**src/ccu_params.svh**
```systemverilog
// CCU configuration parameters
`ifndef CCU_PARAMS_SVH
`define CCU_PARAMS_SVH

// Byte address width
`define CCU_ADDR_WIDTH 32

// Line size in bytes, which gives a 128-bit line
`define CCU_LINE_SIZE 16

// Number of requestors sharing the BIU
`define CCU_ARB_DEPTH 3

// Memory depth in lines and access latency in cycles
`define CCU_MEM_LINES 64
`define CCU_MEM_LATENCY 4

// Derived address field widths
`define CCU_LINE_OFFSET_WIDTH $clog2(`CCU_LINE_SIZE)
`define CCU_MEM_IDX_WIDTH $clog2(`CCU_MEM_LINES)

`endif

```
**src/ccu_biu_pkg.sv**
```systemverilog
// Bus transaction encodings
package ccu_biu_pkg;

    localparam int BIU_FUNC_WIDTH = 1;
    localparam int BIU_LEN_WIDTH  = 2;

    // Direction of a BIU transaction
    typedef enum logic [BIU_FUNC_WIDTH-1:0] {
        BIU_FUNC_READ  = 1'b0,
        BIU_FUNC_WRITE = 1'b1
    } biu_func_t;

    // Access size of a BIU transaction
    // Reads always return the full line whatever the size
    typedef enum logic [BIU_LEN_WIDTH-1:0] {
        BIU_LEN_BYTE = 2'b00,
        BIU_LEN_HALF = 2'b01,
        BIU_LEN_WORD = 2'b10,
        BIU_LEN_LINE = 2'b11
    } biu_len_t;

endpackage

```
**src/ccu_lib_pkg.sv**
```systemverilog
// Line data layout types
`include "ccu_params.svh"

package ccu_lib_pkg;

    // A line holds this many bytes and this many 32-bit words
    localparam int LINE_BYTES = `CCU_LINE_SIZE;
    localparam int LINE_WORDS = `CCU_LINE_SIZE / 4;

    typedef logic [7:0]  ccu_byte_t;
    typedef logic [31:0] ccu_word_t;

    // One line seen either as byte lanes or as word lanes
    // Lane 0 sits in the least significant bits in both views
    typedef union packed {
        ccu_byte_t [LINE_BYTES-1:0] bytes;
        ccu_word_t [LINE_WORDS-1:0] words;
    } ccu_line_t;

endpackage

```
**src/ccu_arb.sv**
```systemverilog
// CCU priority arbiter
`timescale 1ns/1ps
`include "ccu_params.svh"

module ccu_arb
    import ccu_lib_pkg::*, ccu_biu_pkg::*;
(
    input  logic                       clk,
    input  logic                       i_rst,

    // Requestor side
    input  logic [`CCU_ARB_DEPTH-1:0]  i_req_valid,
    input  logic [`CCU_ARB_DEPTH-1:0]  i_req_we,
    input  biu_len_t                   i_req_len  [0:`CCU_ARB_DEPTH-1],
    input  logic [`CCU_ADDR_WIDTH-1:0] i_req_addr [0:`CCU_ARB_DEPTH-1],
    input  ccu_line_t                  i_req_data [0:`CCU_ARB_DEPTH-1],
    output logic [`CCU_ARB_DEPTH-1:0]  o_req_grant,
    output logic [`CCU_ARB_DEPTH-1:0]  o_req_done,
    output ccu_line_t                  o_req_data,

    // BIU side
    input  logic                       i_biu_done,
    input  ccu_line_t                  i_biu_rdata,
    output logic                       o_biu_en,
    output biu_func_t                  o_biu_func,
    output biu_len_t                   o_biu_len,
    output logic [`CCU_ADDR_WIDTH-1:0] o_biu_addr,
    output ccu_line_t                  o_biu_data
);

    localparam int IDX_W = (`CCU_ARB_DEPTH > 1) ? $clog2(`CCU_ARB_DEPTH) : 1;

    typedef enum logic [1:0] {
        ARB_IDLE = 2'b00,
        ARB_BUSY = 2'b01,
        ARB_DONE = 2'b10
    } arb_state_t;

    arb_state_t                state_r;
    arb_state_t                state_next;
    logic [`CCU_ARB_DEPTH-1:0] select;
    logic [IDX_W-1:0]          sel_idx;
    logic [IDX_W-1:0]          idx_r;
    logic                      any_valid;
    logic [`CCU_ARB_DEPTH-1:0] grant_next;
    logic [`CCU_ARB_DEPTH-1:0] done_next;
    logic                      en_next;

    // Lowest valid index wins, as a one-hot vector
    always_comb begin
        select = '0;
        for (int k = 0; k < `CCU_ARB_DEPTH; k++) begin
            if (i_req_valid[k] && (select == '0)) begin
                select[k] = 1'b1;
            end
        end
    end

    // One-hot winner to binary index for the request mux
    always_comb begin
        sel_idx = '0;
        for (int k = 0; k < `CCU_ARB_DEPTH; k++) begin
            if (select[k]) begin
                sel_idx = sel_idx | IDX_W'(k);
            end
        end
    end

    assign any_valid = |select;

    // One transaction at a time, with a single DONE cycle before sampling again
    always_comb begin
        state_next = state_r;
        grant_next = '0;
        done_next  = '0;
        en_next    = 1'b0;
        unique case (state_r)
            ARB_IDLE: begin
                grant_next = select;
                if (any_valid) begin
                    state_next = ARB_BUSY;
                end
            end
            ARB_BUSY: begin
                done_next[idx_r] = i_biu_done;
                // Enable is dropped on the cycle the BIU reports done
                en_next = i_biu_done ? 1'b0 : i_req_valid[idx_r];
                if (i_biu_done) begin
                    state_next = ARB_DONE;
                end
            end
            default: begin
                state_next = ARB_IDLE;
            end
        endcase
    end

    always_ff @(posedge clk) begin
        if (i_rst) begin
            state_r     <= ARB_IDLE;
            idx_r       <= '0;
            o_req_grant <= '0;
            o_req_done  <= '0;
            o_biu_en    <= 1'b0;
        end else begin
            state_r     <= state_next;
            o_req_grant <= grant_next;
            o_req_done  <= done_next;
            o_biu_en    <= en_next;
            // The winner index is frozen once the transaction leaves IDLE
            if (state_r == ARB_IDLE) begin
                idx_r <= sel_idx;
            end
        end
    end

    // Request fields follow the held winner and read data is caught on BIU done
    always_ff @(posedge clk) begin
        o_biu_func <= i_req_we[idx_r] ? BIU_FUNC_WRITE : BIU_FUNC_READ;
        o_biu_len  <= i_req_len[idx_r];
        o_biu_addr <= i_req_addr[idx_r];
        o_biu_data <= i_req_data[idx_r];
        if (i_biu_done) begin
            o_req_data <= i_biu_rdata;
        end
    end

endmodule

```
**config.mk**
```make
export PLATFORM = sky130hd
export DESIGN_NAME = ccu_arb
export DESIGN_NICKNAME = d
export VERILOG_FILES = /design/src/ccu_biu_pkg.sv /design/src/ccu_lib_pkg.sv /design/src/ccu_arb.sv
export VERILOG_INCLUDE_DIRS = /design/src /design/src/src
export SDC_FILE = /design/constraint.sdc
export NUM_CORES = 1
export LEC_CHECK = 0
export BUFFER_PORTS_ARGS = -buffer_cell sky130_fd_sc_hd__buf_2
export CAP_MARGIN = 20
export CORE_AREA = 2 2 355 357
export CTS_CLUSTER_DIAMETER = 50
export DETAILED_ROUTE_END_ITERATION = 16
export DIE_AREA = 0 0 357 359
export HOLD_SLACK_MARGIN = 0.05
export PLACE_DENSITY = 0.34
export SLEW_MARGIN = 20
export SYNTH_ARGS = -nofsm -noshare
export SYNTH_HDL_FRONTEND = slang
export SYNTH_SLANG_ARGS = --single-unit
```
**constraint.sdc**
```tcl
create_clock -name clk -period 2.2 [get_ports clk]
set_input_delay 0.11 -clock clk [delete_from_list [all_inputs] [get_ports clk]]
set_output_delay 0.11 -clock clk [all_outputs]
set_load 0.05 [all_outputs]
```
==> results.json <==
{
  "io_buffers": 920,
  "ys_seq_elements": 302,
  "grt_pass1_wl_mm": 102,
  "worst_pin_slew_ns": 0.576,
  "max-vdd-ir-drop_mv": 0.654,
  "syn_avg_cell_area_um2": 12.5,
  "rows": 130,
  "clock_path_buffers": 3,
  "drcViolationCount": 0,
  "postRouteWirelength_mm": 76.8,
  "multi_input_area_um2": 3230,
  "drt_pass1_iterations": 5,
  "max_stage_delay_ns": 0.59,
  "ant_nets": 0,
  "clock_skew_ns": 0.0536,
  "die_h_um": 359,
  "wl_met3_mm": 5.21,
  "die_area_um2": 128000,
  "crit_fanout": 55,
  "p_int_mw": 13.8,
  "start_kind": "register",
  "finalHoldWorstSlack_ns": 0.0337,
  "clk_pin_slew_ns": 0.05,
  "syn2layout_area_growth_pct": 124,
  "seq_area_um2": 7330,
  "crit_arrival_ns": 2.70,
  "finish.net_count": 2932,
  "cellPowerDensity_nw_per_um2": 839,
  "syn-cell-area_um2": 10900,
  "synth_cell_types": 23,
  "clk_latency_ns": 0.64,
  "hold_end": "o_biu_addr[6]$_DFF_P_",
  "slowest_stage": "dlygate4sd3_1",
  "crit-reg2reg-launch": "idx_r[0]$_SDFFE_PP0N_",
  "power_frac_comb": 0.237,
  "path_cells": "buf_12 -> nor2b_4 -> buf_4 -> buf_16 -> nand2_1 -> o21ai_0 -> dlygate4sd3_1",
  "required_ns": 2.79,
  "synthesis.instances": 872,
  "seqPwrFrac": 0.322,
  "cts_made_buffers": 57,
  "p_clk_frac": 0.441,
  "top_layer_used": "met5",
  "place_hpwl_mm": 62.5,
  "fin_tns_setup_ns": 0,
  "fmax_mhz": 474,
  "timing.rr.end": "o_biu_data[35]$_DFF_P_",
  "finalSetupViolations": 0,
  "worstSetupEndpointType": "register",
  "hold_class": "input port to register",
  "min-delay-start": "i_req_addr[38]",
  "rrSetupSlack_ns": 0.09,
  "gp_congestion": 0.810,
  "drive_gt1_frac": 0.450,
  "wl_per_cell_um": 19.1,
  "cts_max_level": 2,
  "cts_tree": "done",
  "start_util": 0.0875,
  "slew_headroom": 0.605,
  "p_total_mw": 20.5,
  "p_switching_mw": 6.72,
  "overflow": 0,
  "via_count": 12600,
  "clock-sinks": 302,
  "slew_violations": 0,
  "fill_cells": 14000,
  "syn_nets": 1495,
  "critPathKind": "register to register",
  "vias_per_cell": 3.14,
  "grt_pass1_vias": 13600,
  "cts_root_buf": "clkbuf_16",
  "leakage_nw": 10.3,
  "synth-seq-area-share": 0.672,
  "synth_warnings": 0,
  "fp.coreArea_um2": 125000,
  "drt_iter0_markers": 439,
  "switching_share": 0.328,
  "track_usage": 0.114,
  "antenna_found_initial": 25,
  "die_w_um": 357,
  "ios": 921,
  "outcome": "complete, no violations",
  "wl_met2_mm": 39.3,
  "grt_max_degree": 118,
  "wl_met1_mm": 29.7,
  "reg2regPathDepth": 7,
  "finish.utilization": 0.196,
  "path_delay_family": "buffers and inverters",
  "fin_crit_sh": 0.959,
  "cap_violations": 0,
  "hold_depth": 3,
  "hold_violations": 0,
  "fin_crit_ns": 2.11,
  "crit_buf_inv": 4
}
[metal layers]
layer	track usage	vias up
met2	0.210	607
met3	0.0298	113
met5	0	-
met1	0.126	5867
li1	-	5987
met4	0.0382	12
[power groups by stage]
stage / Combinational, mW / Sequential [mW] / Clock [mW]
floorplan: 0.493 / 8.45 / 0
global placement: 4.06 / 6.74 / 0
detailed placement: 4.06 / 6.73 / 0
CTS: 4.93 / 6.62 / 9.42
global route: 5.14 / 6.65 / 9.63
finish: 4.87 / 6.60 / 9.04
[cells by family after synthesis]
family	share of synthesized area
multiplexers	0.150
AO/OA/AOI/OAI	0.0775
AND/OR/NAND/NOR	0.0679
buffers and inverters	0.0332
flip-flops	0.672
[worst max path at each step]
stage,start,depth (start not counted),to
after floorplan,idx_r[1]$_SDFFE_PP0N_,7,o_biu_data[69]$_DFF_P_
final,idx_r[0]$_SDFFE_PP0N_,7,o_biu_data[35]$_DFF_P_
after CTS,idx_r[0]$_SDFFE_PP0N_,6,o_biu_data[121]$_DFF_P_
after detailed placement,idx_r[0]$_SDFFE_PP0N_,3,o_biu_data[40]$_DFF_P_
after global placement,idx_r[0]$_SDFFE_PP0N_,3,o_biu_data[40]$_DFF_P_
after global routing,idx_r[0]$_SDFFE_PP0N_,7,o_biu_data[29]$_DFF_P_
[cell usage after synthesis]
library cell | instances | area, um^2
edfxtp_1 | 128 | 3840
nor4b_4 | 1 | 23.8
nor3b_1 | 4 | 30.0
clkbuf_1 | 15 | 56.3
a211oi_1 | 2 | 15.0
nand2_1 | 163 | 612
o21ai_1 | 4 | 20.0
nor2_1 | 3 | 11.3
dfxtp_1 | 174 | 3480
nor2b_1 | 2 | 12.5
buf_4 | 12 | 90.1
o21ai_0 | 161 | 806
nor3_1 | 2 | 10.0
inv_1 | 2 | 7.51
nand2b_1 | 1 | 6.26
buf_6 | 10 | 113
nand3_1 | 2 | 10.0
nand3b_1 | 1 | 7.51
buf_2 | 19 | 95.1
a21oi_1 | 1 | 5.00
mux2i_1 | 163 | 1630
or3_4 | 1 | 11.3
or2_1 | 1 | 6.26
[worst reg2reg max path, delay by kind of cell (launching register included)]
family | cells | cell delay (ns)
simple gates | 2 | 0.45
flops | 1 | 0.34
buf+inv | 4 | 1.12
compound gates | 1 | 0.14
[per-stage QoR]
stage / instance area, um^2 / instances / setup WS (ns)
floorplan: 10900 / 872 / 1.02
global placement: 17600 / 3418 / 0.301
detailed placement: 17600 / 3418 / 0.250
CTS: 24300 / 3999 / 0.0168
global route: 24400 / 4010 / -0.000877
finish: 24400 / 4011 / 0.0895
[registers in the layout, indices dropped and copies added (netlist names)]
name / count
o_req_done: 3
o_biu_data: 128
idx_r: 2
o_biu_func: 1
o_biu_addr: 32
o_req_data: 128
o_biu_en: 1
state_r: 2
o_req_grant: 3
o_biu_len: 2
[final cells by class]
cell class,count,share of cell area
diodes,4,0.000410
clock buffers,74,0.0652
clock inverters,33,0.0162
inverters,2,0.000307
multi-input cells,512,0.132
flip-flops and latches,302,0.300
well taps,1650,0.0845
repair buffers,1434,0.401
[repair_timing]
item,in CTS,in global routing
gates resized for setup,0,4
hold buffers,474,2
hold endpoints to repair,408,1
setup endpoints to repair,0,47
setup buffers,0,5
[cells in the final DEF (no fill, tap or decap), drive strengths merged, types with 3 or more instances in the layout]
cell type,Yosys,layout
clkbuf,15,75
buf,41,957
dfxtp,174,174
nor3b,4,4
dlygate4sd3,0,475
clkinv,0,16
bufinv,0,4
inv,2,12
nand2,163,163
mux2i,163,163
clkinvlp,0,3
edfxtp,128,128
nor2,3,3
diode,0,4
o21ai,165,165
No activity file was read; power rests on OpenSTA's default activity.
